===== src/hdl/cpuPkg.sv =====
package cpuPkg;

  //////////////////////////////////////////////////
  // Widths and constants
  //////////////////////////////////////////////////
  localparam int addrWidth = 16;                           // PC and Rs width
  localparam int immWidth  = 9;                            // Branch offset in halfwords
  localparam logic [addrWidth-1:0] resetPc     = 16'h0000; // PC after reset
  localparam logic [addrWidth-1:0] pcIncrement = 16'h0002; // One instruction is 2 bytes

  //////////////////////////////////////////////////
  // Flags, opcodes and condition codes
  //////////////////////////////////////////////////
  typedef struct packed {
    logic z;  // Zero
    logic v;  // Overflow
    logic n;  // Negative
  } flags_t;

  typedef enum logic [2:0] {
    opArith,      // Add/sub class, writes Z, V and N
    opLogic,      // Writes Z only
    opBranch,     // B, PC-relative
    opBranchReg,  // BR, target from Rs
    opOther       // No flags, no branch
  } opcode_t;

  // Encoding matches the ccc field of the branch instructions
  typedef enum logic [2:0] {
    condNe     = 3'b000,
    condEq     = 3'b001,
    condGt     = 3'b010,
    condLt     = 3'b011,
    condGe     = 3'b100,
    condLe     = 3'b101,
    condOv     = 3'b110,
    condAlways = 3'b111
  } cond_t;

  //////////////////////////////////////////////////
  // Command and result payloads
  //////////////////////////////////////////////////
  typedef struct packed {
    opcode_t               opcode;
    cond_t                 cond;
    logic [immWidth-1:0]   imm;       // Signed offset in halfwords
    logic [addrWidth-1:0]  rs;        // BR target
    flags_t                aluFlags;  // Flags produced by the ALU for this instruction
  } pcCmd_t;

  typedef struct packed {
    logic [addrWidth-1:0]  pc;     // Address of the next instruction
    logic                  taken;  // Taken B or BR
    flags_t                flags;  // Flags after the command
  } pcResult_t;

  // Flag update rule, shared by the flag register and the result path
  function automatic flags_t nextFlags(opcode_t opcode, flags_t current, flags_t alu);
    flags_t updated;
    updated = current;
    case (opcode)
      opArith: updated = alu;        // All three flags
      opLogic: updated.z = alu.z;    // Z only
      default: updated = current;    // Branches and others hold
    endcase
    return updated;
  endfunction

endpackage


===== src/hdl/cla4.sv =====
`default_nettype none
`timescale 1ns/1ps

module cla4 (
  input  logic [3:0] a,
  input  logic [3:0] b,
  input  logic       cin,
  output logic [3:0] sum,
  output logic       groupP,  // Block propagates a carry
  output logic       groupG   // Block generates a carry
);

  logic [3:0] p;  // Bit propagate
  logic [3:0] g;  // Bit generate
  logic [3:0] c;  // Carry into each bit

  assign p = a ^ b;
  assign g = a & b;

  //////////////////////////////////////////////////
  // Lookahead carries
  //////////////////////////////////////////////////
  assign c[0] = cin;
  assign c[1] = g[0] | (p[0] & cin);
  assign c[2] = g[1] | (p[1] & g[0]) | (p[1] & p[0] & cin);
  assign c[3] = g[2] | (p[2] & g[1]) | (p[2] & p[1] & g[0])
              | (p[2] & p[1] & p[0] & cin);

  assign sum = p ^ c;  // Half-sum with carry in

  // Group terms for the second level
  assign groupP = &p;
  assign groupG = g[3] | (p[3] & g[2]) | (p[3] & p[2] & g[1])
                | (p[3] & p[2] & p[1] & g[0]);

endmodule

`default_nettype wire


===== src/hdl/cla16.sv =====
`default_nettype none
`timescale 1ns/1ps

module cla16 (
  input  logic [15:0] a,
  input  logic [15:0] b,
  output logic [15:0] sum
);

  logic [2:0] blkP;   // Group propagate, blocks 0..2
  logic [2:0] blkG;   // Group generate, blocks 0..2
  logic [3:0] blkC;   // Carry into each block

  //////////////////////////////////////////////////
  // Second-level lookahead
  //////////////////////////////////////////////////
  // PC arithmetic wraps, so carry-in is 0 and carry-out is dropped
  assign blkC[0] = 1'b0;
  assign blkC[1] = blkG[0] | (blkP[0] & blkC[0]);
  assign blkC[2] = blkG[1] | (blkP[1] & blkG[0]) | (blkP[1] & blkP[0] & blkC[0]);
  assign blkC[3] = blkG[2] | (blkP[2] & blkG[1]) | (blkP[2] & blkP[1] & blkG[0])
                 | (blkP[2] & blkP[1] & blkP[0] & blkC[0]);

  //////////////////////////////////////////////////
  // Four 4-bit blocks
  //////////////////////////////////////////////////
  cla4 uBlk0 (
    .a(a[3:0]), .b(b[3:0]), .cin(blkC[0]), .sum(sum[3:0]),
    .groupP(blkP[0]), .groupG(blkG[0])
  );

  cla4 uBlk1 (
    .a(a[7:4]), .b(b[7:4]), .cin(blkC[1]), .sum(sum[7:4]),
    .groupP(blkP[1]), .groupG(blkG[1])
  );

  cla4 uBlk2 (
    .a(a[11:8]), .b(b[11:8]), .cin(blkC[2]), .sum(sum[11:8]),
    .groupP(blkP[2]), .groupG(blkG[2])
  );

  // Top block group terms would only feed the carry-out
  cla4 uBlk3 (
    .a(a[15:12]), .b(b[15:12]), .cin(blkC[3]), .sum(sum[15:12]),
    .groupP(), .groupG()
  );

endmodule

`default_nettype wire


===== src/hdl/branchCondition.sv =====
`default_nettype none
`timescale 1ns/1ps

module branchCondition (
  input  cpuPkg::cond_t  cond,
  input  cpuPkg::flags_t flags,
  output logic           taken
);

  //////////////////////////////////////////////////
  // Condition decode against stored Z, V, N
  //////////////////////////////////////////////////
  always_comb begin
    case (cond)
      cpuPkg::condNe:     taken = ~flags.z;                        // Not equal
      cpuPkg::condEq:     taken = flags.z;                         // Equal
      cpuPkg::condGt:     taken = ~flags.z & ~flags.n;             // Greater than
      cpuPkg::condLt:     taken = flags.n;                         // Less than
      cpuPkg::condGe:     taken = flags.z | (~flags.z & ~flags.n); // Greater or equal
      cpuPkg::condLe:     taken = flags.z | flags.n;               // Less or equal
      cpuPkg::condOv:     taken = flags.v;                         // Overflow
      cpuPkg::condAlways: taken = 1'b1;                            // Unconditional
      default:            taken = 1'b0;
    endcase
  end

  // Unconditional code must win whatever the flags hold
  always_comb begin
    if (cond == cpuPkg::condAlways) begin
      assert final (taken)
        else $error("condAlways decoded as not taken, flags %b", flags);
    end
  end

endmodule

`default_nettype wire


===== src/hdl/pcControl.sv =====
`default_nettype none
`timescale 1ns/1ps

module pcControl (
  input  logic [cpuPkg::addrWidth-1:0] pc,
  input  cpuPkg::pcCmd_t               cmd,
  input  cpuPkg::flags_t               flags,
  output logic [cpuPkg::addrWidth-1:0] nextPc,
  output logic                         taken
);

  logic [cpuPkg::addrWidth-1:0] pcPlus2;       // Sequential address
  logic [cpuPkg::addrWidth-1:0] offset;        // Sign-extended imm << 1
  logic [cpuPkg::addrWidth-1:0] branchTarget;  // PC+2 + offset
  logic                         condMet;
  logic                         isBranch;
  logic                         isBranchReg;

  //////////////////////////////////////////////////
  // Adders
  //////////////////////////////////////////////////
  assign offset = {{(cpuPkg::addrWidth-cpuPkg::immWidth-1){cmd.imm[cpuPkg::immWidth-1]}},
                   cmd.imm, 1'b0};

  cla16 uSeqAdder (.a(pc), .b(cpuPkg::pcIncrement), .sum(pcPlus2));

  cla16 uBranchAdder (.a(pcPlus2), .b(offset), .sum(branchTarget));  // Relative to PC+2

  //////////////////////////////////////////////////
  // Branch decision and target select
  //////////////////////////////////////////////////
  branchCondition uCond (.cond(cmd.cond), .flags(flags), .taken(condMet));

  assign isBranch    = (cmd.opcode == cpuPkg::opBranch);
  assign isBranchReg = (cmd.opcode == cpuPkg::opBranchReg);
  assign taken       = condMet & (isBranch | isBranchReg);  // Only branches can redirect

  always_comb begin
    nextPc = pcPlus2;  // Fall through by default
    if (taken) begin
      nextPc = isBranchReg ? cmd.rs : branchTarget;  // BR jumps to Rs
    end
  end

  // Even offsets keep PC parity, only BR can introduce an odd address
  always_comb begin
    if (!(taken && isBranchReg)) begin
      assert final (nextPc[0] == pc[0])
        else $error("nextPc %h parity differs from pc %h", nextPc, pc);
    end
  end

endmodule

`default_nettype wire


===== src/hdl/flagRegister.sv =====
`default_nettype none
`timescale 1ns/1ps

module flagRegister (
  input  logic             clk,
  input  logic             reset,
  input  logic             write,     // Strobe on command acceptance
  input  cpuPkg::opcode_t  opcode,
  input  cpuPkg::flags_t   aluFlags,
  output cpuPkg::flags_t   flags
);

  cpuPkg::flags_t flagsNext;  // Value after applying the write rule

  //////////////////////////////////////////////////
  // Opcode-dependent update
  //////////////////////////////////////////////////
  // Arith loads Z/V/N, logic loads Z, everything else holds
  assign flagsNext = cpuPkg::nextFlags(opcode, flags, aluFlags);

  always_ff @(posedge clk) begin
    if (reset) begin
      flags <= '0;           // Z = V = N = 0
    end else if (write) begin
      flags <= flagsNext;
    end
  end

  // Non-flag-writing opcodes must leave the register untouched
  property pHoldOnNoWrite;
    @(posedge clk) disable iff (reset)
      (write && (opcode != cpuPkg::opArith) && (opcode != cpuPkg::opLogic))
        |=> $stable(flags);
  endproperty

  assert property (pHoldOnNoWrite)
    else $error("flags changed on opcode without flag write");

  // A logic op may only move Z
  property pLogicKeepsVn;
    @(posedge clk) disable iff (reset)
      (write && (opcode == cpuPkg::opLogic)) |=> $stable({flags.v, flags.n});
  endproperty

  assert property (pLogicKeepsVn)
    else $error("logic op changed V or N");

endmodule

`default_nettype wire


===== src/hdl/pcUnit.sv =====
`default_nettype none
`timescale 1ns/1ps

module pcUnit (
  input  logic                clk,
  input  logic                reset,
  // Command stream
  input  logic                cmdValid,
  output logic                cmdReady,
  input  cpuPkg::pcCmd_t      cmd,
  // Result stream
  output logic                resultValid,
  input  logic                resultReady,
  output cpuPkg::pcResult_t   result
);

  logic [cpuPkg::addrWidth-1:0] pcReg;    // Current PC
  logic [cpuPkg::addrWidth-1:0] nextPc;   // From pcControl
  logic                         taken;
  logic                         accept;   // Command handshake this cycle
  cpuPkg::flags_t               flags;    // Stored Z/V/N

  //////////////////////////////////////////////////
  // Handshake
  //////////////////////////////////////////////////
  assign cmdReady = !resultValid || resultReady;  // Output slot free or draining
  assign accept   = cmdValid && cmdReady;

  //////////////////////////////////////////////////
  // Next-PC logic and flag state
  //////////////////////////////////////////////////
  pcControl uControl (
    .pc     (pcReg),
    .cmd    (cmd),
    .flags  (flags),
    .nextPc (nextPc),
    .taken  (taken)
  );

  flagRegister uFlagReg (
    .clk      (clk),
    .reset    (reset),
    .write    (accept),
    .opcode   (cmd.opcode),
    .aluFlags (cmd.aluFlags),
    .flags    (flags)
  );

  //////////////////////////////////////////////////
  // PC register
  //////////////////////////////////////////////////
  always_ff @(posedge clk) begin
    if (reset) begin
      pcReg <= cpuPkg::resetPc;
    end else if (accept) begin
      pcReg <= nextPc;       // Same edge as the flag write
    end
  end

  //////////////////////////////////////////////////
  // Output holding register
  //////////////////////////////////////////////////
  always_ff @(posedge clk) begin
    if (reset) begin
      resultValid <= 1'b0;
    end else if (accept) begin
      resultValid <= 1'b1;   // Refill, possibly while draining
    end else if (resultReady) begin
      resultValid <= 1'b0;   // Drained with nothing behind it
    end
  end

  // Payload only, valid bit above qualifies it
  always_ff @(posedge clk) begin
    if (accept) begin
      result.pc    <= nextPc;
      result.taken <= taken;
      result.flags <= cpuPkg::nextFlags(cmd.opcode, flags, cmd.aluFlags);
    end
  end

  //////////////////////////////////////////////////
  // Checks
  //////////////////////////////////////////////////
  assert property (@(posedge clk) disable iff (reset)
                   (resultValid && !resultReady) |=> (resultValid && $stable(result)))
    else $error("result changed under back-pressure");

  assert property (@(posedge clk) reset |=> !resultValid)
    else $error("resultValid high after reset");

endmodule

`default_nettype wire


===== config.mk =====
export PLATFORM = sky130hd
export DESIGN_NAME = pcUnit
export DESIGN_NICKNAME = d
export VERILOG_FILES = /design/src/hdl/cpuPkg.sv /design/src/hdl/cla4.sv /design/src/hdl/cla16.sv /design/src/hdl/branchCondition.sv /design/src/hdl/pcControl.sv /design/src/hdl/flagRegister.sv /design/src/hdl/pcUnit.sv
export SDC_FILE = /design/constraint.sdc
export NUM_CORES = 1
export LEC_CHECK = 0
export ABC_AREA = 0
export BUFFER_PORTS_ARGS = -buffer_cell sky130_fd_sc_hd__buf_2
export CAP_MARGIN = 10
export CORE_AREA = 2 2 71 73
export CTS_CLUSTER_DIAMETER = 150
export DETAILED_ROUTE_END_ITERATION = 16
export DIE_AREA = 0 0 73 75
export GPL_TIMING_DRIVEN = 0
export PLACE_DENSITY_LB_ADDON = 0.08
export RECOVER_POWER = 50
export SKIP_LAST_GASP = 1
export SYNTH_ARGS = -nofsm -noshare
export SYNTH_HDL_FRONTEND = slang
export SYNTH_SLANG_ARGS = --single-unit

===== constraint.sdc =====
create_clock -name clk -period 4.9 [get_ports clk]
set_input_delay 0.735 -clock clk [delete_from_list [all_inputs] [get_ports clk]]
set_output_delay 0.735 -clock clk [all_outputs]
set_load 0.005 [all_outputs]

==> results of run 1 <==
tightest hold or removal path: stages (launching register included):
cell     delay (ns)
dfxtp_1        0.33
nand2_1        0.05
a21oi_1        0.05
cells in the final DEF (no fill, tap or decap), types with 2 or more instances in the layout:
cell      instances
nor3_1            5
mux2i_1          10
nor2_1           23
nand3_1           4
nand2b_1          7
nor3b_1           3
nand3b_1          4
clkbuf_8          5
and3_1            3
a21o_1            6
o211ai_1          2
clkinv_4          2
xor2_1            9
and4_1            2
o21ai_0          10
ha_1             18
inv_1            17
mux2_1            3
mux2_2            6
a31oi_1           2
nand2_1          37
dfxtp_1          20
xnor2_1           9
o21a_1            2
clkbuf_1         20
fa_1              4
a21oi_1          27
buf_2            47
a211oi_1          3
nand4_1           2
edfxtp_1         20
cells in the mapped netlist (3+ instances only):
master	count	share of area (%)
a21o_1	6	1.7
mux2i_1	10	3.8
xor2_1	9	3.0
nor2_1	23	3.2
nand3_1	4	0.75
and3_1	3	0.70
edfxtp_1	20	23
nand3b_1	4	1.1
nor3_1	5	0.94
dfxtp_1	20	15
nand2_1	37	5.2
fa_1	4	3.0
xnor2_1	9	3.0
nor3b_1	3	0.85
o21ai_0	10	1.9
ha_1	18	8.5
clkbuf_1	7	0.99
nand2b_1	7	1.6
mux2_2	9	3.8
inv_1	17	2.4
a21oi_1	27	5.1
how the worst max path moves through the flow:
stage	cells after the start	start	end
finish	14	pcReg[1]$_SDFFE_PP0P_	pcReg[12]$_SDFFE_PP0P_
global route	14	pcReg[1]$_SDFFE_PP0P_	pcReg[12]$_SDFFE_PP0P_
CTS	14	pcReg[1]$_SDFFE_PP0P_	pcReg[12]$_SDFFE_PP0P_
detailed placement	14	pcReg[1]$_SDFFE_PP0P_	pcReg[12]$_SDFFE_PP0P_
global placement	14	pcReg[1]$_SDFFE_PP0P_	pcReg[12]$_SDFFE_PP0P_
floorplan	14	pcReg[1]$_SDFFE_PP0P_	pcReg[12]$_SDFFE_PP0P_
per-stage QoR:
stage | std cells | setup WS, ns
finish | 407 | 1.11
global placement | 399 | 1.18
floorplan | 286 | 1.72
CTS | 407 | 1.13
global route | 407 | 0.764
detailed placement | 399 | 1.15
state kept, by name, summed over array words and instances, names as in the netlist:
signal / count
pcReg: 16
resultValid: 1
uFlagReg.flags: 3
result: 20
kinds of logic after synthesis:
| kind of cell | share of synthesized area (%) |
|---|---|
| buffers and inverters | 4.14 |
| muxes | 7.57 |
| xor gates and xnor gates | 5.92 |
| AOI/OAI and AO/OA | 15.9 |
| adders and majority gates | 11.5 |
| and+or+nand+nor | 17.4 |
| DFF | 37.6 |
power groups by stage:
| stage | Clock [mW] | Sequential [mW] | Combinational [mW] |
|---|---|---|---|
| 2_1_floorplan | 0 | 0.396 | 0.120 |
| 3_3_place_gp | 0 | 0.395 | 0.180 |
| 3_5_place_dp | 0 | 0.395 | 0.184 |
| 4_1_cts | 0.294 | 0.387 | 0.185 |
| 5_1_grt | 0.305 | 0.391 | 0.204 |
| 6_report | 0.287 | 0.388 | 0.181 |
area by class of cell:
class / count / area [um^2] / share of cell area (%)
sequential: 40 / 1000 / 32.2
clock buffer: 5 / 68.8 / 2.21
buffer: 9 / 42.5 / 1.37
multi-input combinational: 219 / 1540 / 49.4
timing repair buffer: 59 / 279 / 8.96
inverter: 18 / 67.6 / 2.17
tap: 54 / 67.6 / 2.17
clock inverter: 3 / 47.5 / 1.53
layer usage:
metal	share of wire (%)	up-vias	GRT usage, %
li1	-	1155	-
met1	44	1042	31.3
met3	4.6	4	5.22
met2	50	55	41.4
met5	0	-	0
met4	0.63	0	4.94
==> run_results.csv, run 1 <==
group,metric,value,unit
sta,hold_viol,0,
cts,postCtsSetupBuffers,0,
outcome,status,"finished, violations left",
worst_setup_path,rr_endpoint,"pcReg[12]$_SDFFE_PP0P_",
sta,rsz0062_at_grt,"no",
finish,fin_area,3110,um^2
floorplanning,design.core.area,4660,um^2
synthesis,syn-num-nets,346,
sta,finalCritPeriodShare,77.3,%
cts,numCtsBuffers,5,
global_routing,antenna_found_initial,0,
pwr,p_leak,1.38,nW
placed_design,dp_hpwl,4.51,mm
min_path,holdCritStartpoint,"uFlagReg.flags[0]$_SDFFE_PP0P_",
worst_setup_path,cpPeakStageDelay,0.49,ns
synthesis,avgSynthCellArea,9.31,um^2
floorplanning,placementRows,25,
sta,period_needed,3.79,ns
synthesis,yosys_warnings,0,
worst_setup_path,reg2reg_slack,1.11,ns
placed_design,dpl-instance-area,3030,um^2
synthesis,synth_edf_count,20,
finish,fin_nets,412,
worst_setup_path,worst-path-buf-inv,0,
pwr,p_total,0.856,mW
min_path,hold_depth,2,
min_path,hp-class,"reg2reg",
drt,final_antenna_net_count,0,
synthesis,ys_ff_latch,40,
cts,cts_resized,0,
cts,clk_latency,0.31,ns
global_routing,grt_pass1_vias,2091,
drt,vias,2256,
worst_setup_path,timing.rr.start,"pcReg[1]$_SDFFE_PP0P_",
finish,drive_gt1_share,19.0,%
pwr,p_seq_share,45.3,%
sta,skew,0.0102,ns
pwr,intPower,0.609,mW
floorplanning,die_height,75,um
finish,area_growth,16.9,%
finish,num_antenna_cells,0,
outcome,violations,"capacitance limit, slew limit",
drt,drc,0,
floorplanning,die_w,73,um
synthesis,synth-seq-area-share,37.6,%
sta,holdWs,0.472,ns
finish,fin_util,66.8,%
placed_design,port_buffers,59,
synthesis,synth_area,2660,um^2
worst_setup_path,crit_chain,"nand3_1, nor4_2, nand2_1, xnor2_1, ha_1, a21o_1, a31o_2, a31oi_2, fa_1, nand2_1, o21ai_0, mux2i_1, nand2_1, a21oi_1",
cts,tritoncts,"done",
cts,clockBufferDepth,2,
finish,fillers,408,
sta,slew_violations,30,
worst_setup_path,worst-path-max-fanout,6,
worst_setup_path,critical_path_required,5.14,ns
sta,setup_viol,0,
drt,first_iter_violations,149,
worst_setup_path,cp_top_family,"simple AND/OR/NAND/NOR gates",
pwr,p_comb_share,21.2,%
synthesis,yosysUniqueCellTypes,49,
global_routing,grt_overflow,0,
pwr,powerDensity,275,nW/um^2
drt,drt-pass1-iter-count,4,
worst_setup_path,worst-setup-path-type,"reg2reg",
pwr,swShare,28.9,%
cts,htree_levels,2,
drt,drt-vias-per-instance,5.54,
floorplanning,ios,60,
placed_design,place.gp.congestion,0.846,
floorplanning,initial_core_util,57.1,%
worst_setup_path,crit_top_cell,"nand2_1",
worst_setup_path,reg2regPathDepth,14,
cts,cts.clk_slew.worst_paths,0.09,ns
worst_setup_path,arrival,4.03,ns
run,cap_violations,1,
synthesis,async_flop_share,0,%
drt,drt-total-wl,6.18,mm
synthesis,syn_inst,286,
worst_setup_path,critPathCaptureType,"flip-flop",
global_routing,grt_pass1_wl,9.89,mm
worst_setup_path,slowest_stage,"nor4_2",
sta,fmax,264,MHz
sta,slew_headroom,-8.43,%
cts,ctsHoldBuffers,0,
pwr,vdd_drop_max,203,uV
drt,wl_per_cell,15.2,um
global_routing,grt_max_degree,30,
cts,cts_sinks,40,
sta,worstMarginPinSlew,1.63,ns
cts,cts_root_buf,"clkbuf_8",
worst_setup_path,critPathLaunchType,"flip-flop",
pwr,p_sw,0.247,mW
global_routing,grt_usage,24.0,%
min_path,min_to,"uFlagReg.flags[0]$_SDFFE_PP0P_",
sta,tns,0,ns
pwr,clkPwrFrac,33.5,%
floorplanning,die_area,5480,um^2
synthesis,synth_flop_cell,"edfxtp_1",
(Power assumes the default switching activity.)
==> inputs of run 2 (changes only) <==
- CORE_AREA: 2 2 71 73 -> 2 2 74 76
- DIE_AREA: 0 0 73 75 -> 0 0 76 78
- clock period: 4.9 -> 3.75 ns (I/O delays scaled with it)
==> run 2 against run 1 <==
  * The flow now finishes without violations
  * Register-to-register slack worse by 0.85 ns
  * Cell area increased by 1.4%
  * Maximum frequency grew 8.6%
  * Largest power group unchanged
  * Global-route usage down 2.6 points
  * Via count increased by 1.6%
  * Non-clock buffer count unchanged
  * Sequential cell count unchanged
  * Highest routed layer unchanged
  * Routed wire length is 1.4% lower
  * Combinational power increased by 31%
  * Sequential power up 31%
  * Utilization fell by 4.2 points
  * Power is 30% higher
==> run_results.csv, run 2 (synthesis gave the netlist of run 1 again) <==
group,metric,value,unit
sta,skew,0.00946,ns
finish,fin_cells,423,
cts,clk_latency,0.30,ns
placed_design,dpl-instance-area,3050,um^2
worst_setup_path,timing.rr.start,"pcReg[1]$_SDFFE_PP0P_",
min_path,holdCritStartpoint,"uFlagReg.flags[0]$_SDFFE_PP0P_",
finish,num_antenna_cells,0,
floorplanning,ios,60,
worst_setup_path,rr_endpoint,"pcReg[12]$_SDFFE_PP0P_",
cts,cts_sinks,40,
drt,vias,2292,
global_routing,grt_pass1_vias,2196,
global_routing,grt_usage,21.4,%
placed_design,port_buffers,59,
sta,fin_ws,0.260,ns
worst_setup_path,critPathLaunchType,"flip-flop",
outcome,status,"finished, final reports clean",
sta,tns,0,ns
cts,ctsHoldBuffers,0,
finish,largestRegisters,"result x20, pcReg x16, uFlagReg.flags x3",
worst_setup_path,worst-path-max-fanout,6,
pwr,p_leak,1.41,nW
sta,period_needed,3.49,ns
sta,slew_violations,0,
drt,final_antenna_net_count,0,
floorplanning,placementRows,26,
drt,first_iter_violations,94,
placed_design,place_inst,415,
global_routing,antenna_found_initial,0,
worst_setup_path,reg2regPathDepth,14,
floorplanning,die_height,78,um
min_path,hold_depth,2,
drt,drt-total-wl,6.09,mm
worst_setup_path,critPathCaptureType,"flip-flop",
finish,drive_gt1_share,20.1,%
cts,cts_root_buf,"clkbuf_8",
drt,drt-vias-per-instance,5.42,
worst_setup_path,arrival,3.72,ns
worst_setup_path,reg2reg_slack,0.26,ns
cts,cts.clk_slew.worst_paths,0.09,ns
finish,fin_util,62.6,%
sta,fmax,287,MHz
cts,numCtsBuffers,5,
placed_design,place.gp.congestion,0.827,
drt,drt-pass1-iter-count,4,
cts,clockBufferDepth,2,
floorplanning,die_w,76,um
pwr,p_total,1.11,mW
finish,area_growth,18.6,%
finish,largest_register,"result",
sta,setup_viol,0,
drt,wl_per_cell,14.4,um
finish,fin_area,3160,um^2
floorplanning,design.core.area,5040,um^2
floorplanning,initial_core_util,52.8,%
sta,holdWs,0.472,ns
pwr,powerDensity,352,nW/um^2
sta,slew_headroom,11.8,%
floorplanning,die_area,5930,um^2
min_path,hp-class,"reg2reg",
cts,postCtsSetupBuffers,0,
sta,hold_viol,0,
sta,worstMarginPinSlew,1.31,ns
cts,tritoncts,"done",
placed_design,dp_slack,0.0217,ns
run,cap_violations,0,
drt,drc,0,
pwr,vdd_drop_max,200,uV
placed_design,dp_hpwl,4.54,mm
sta,finalCritPeriodShare,93.1,%
finish,final_common_cell,"buf_2",
worst_setup_path,critical_path_required,3.98,ns
global_routing,grt_max_degree,30,
global_routing,grt_overflow,0,
global_routing,grt_pass1_wl,10.1,mm
min_path,min_to,"uFlagReg.flags[0]$_SDFFE_PP0P_",
finish,largest_reg_flops,20,
finish,fin_nets,412,
worst_setup_path,worst-setup-path-type,"reg2reg",
cts,htree_levels,2,
finish,layout_common_cells,"49 x buf_2, 37 x nand2_1, 27 x a21oi_1",
run 2: layer usage:
metal / track usage (%) / vias to the layer above / share of wire, %
li1: - / 1152 / -
met1: 26.9 / 1067 / 44
met2: 37.0 / 67 / 49
met3: 5.23 / 6 / 5.1
met4: 5.82 / 0 / 1.1
met5: 0 / - / 0
run 2: critical path: stages, from the launching register on:
cell	delay (ns)
dfxtp_1	0.44
nand3_2	0.21
nor3_1	0.24
ha_1	0.19
xor2_1	0.20
ha_1	0.32
a21o_1	0.23
a31o_2	0.27
a31oi_4	0.24
fa_1	0.46
nand2_1	0.06
o21ai_0	0.08
mux2i_1	0.25
nand2_1	0.09
a21oi_1	0.15
run 2: layout make-up:
type,count,area [um^2]
repair buffers,59,282
fillers,456,1880
plain buffers,9,43.8
clock buffers,5,68.8
multi-input cells,219,1560
well taps,70,87.6
inverters,18,67.6
flip-flops and latches,40,1000
clock inverters,3,46.3
run 2: how the worst max path moves through the flow:
stage,start,endpoint,slack (ns),cells after the start
global route,pcReg[1]$_SDFFE_PP0P_,pcReg[12]$_SDFFE_PP0P_,-0.003,14
detailed placement,pcReg[1]$_SDFFE_PP0P_,pcReg[12]$_SDFFE_PP0P_,0.02,14
finish,pcReg[1]$_SDFFE_PP0P_,pcReg[12]$_SDFFE_PP0P_,0.26,14
floorplan,pcReg[1]$_SDFFE_PP0P_,pcReg[12]$_SDFFE_PP0P_,0.57,14
global placement,pcReg[1]$_SDFFE_PP0P_,pcReg[12]$_SDFFE_PP0P_,0.002,14
CTS,pcReg[1]$_SDFFE_PP0P_,pcReg[12]$_SDFFE_PP0P_,0.06,14
run 2: power by group:
part | switching, mW | internal (mW) | total (mW) | leakage [nW]
registers | 0.0152 | 0.492 | 0.508 | 0.363
logic | 0.134 | 0.103 | 0.237 | 0.989
clock network | 0.167 | 0.201 | 0.368 | 0.0548
run 2: what timing repair did:
item | CTS | global route
endpoints found under the setup margin | 1 | 5
gates resized for setup | 1 | 2
cloned | 0 | 0
pin swaps | 0 | 1
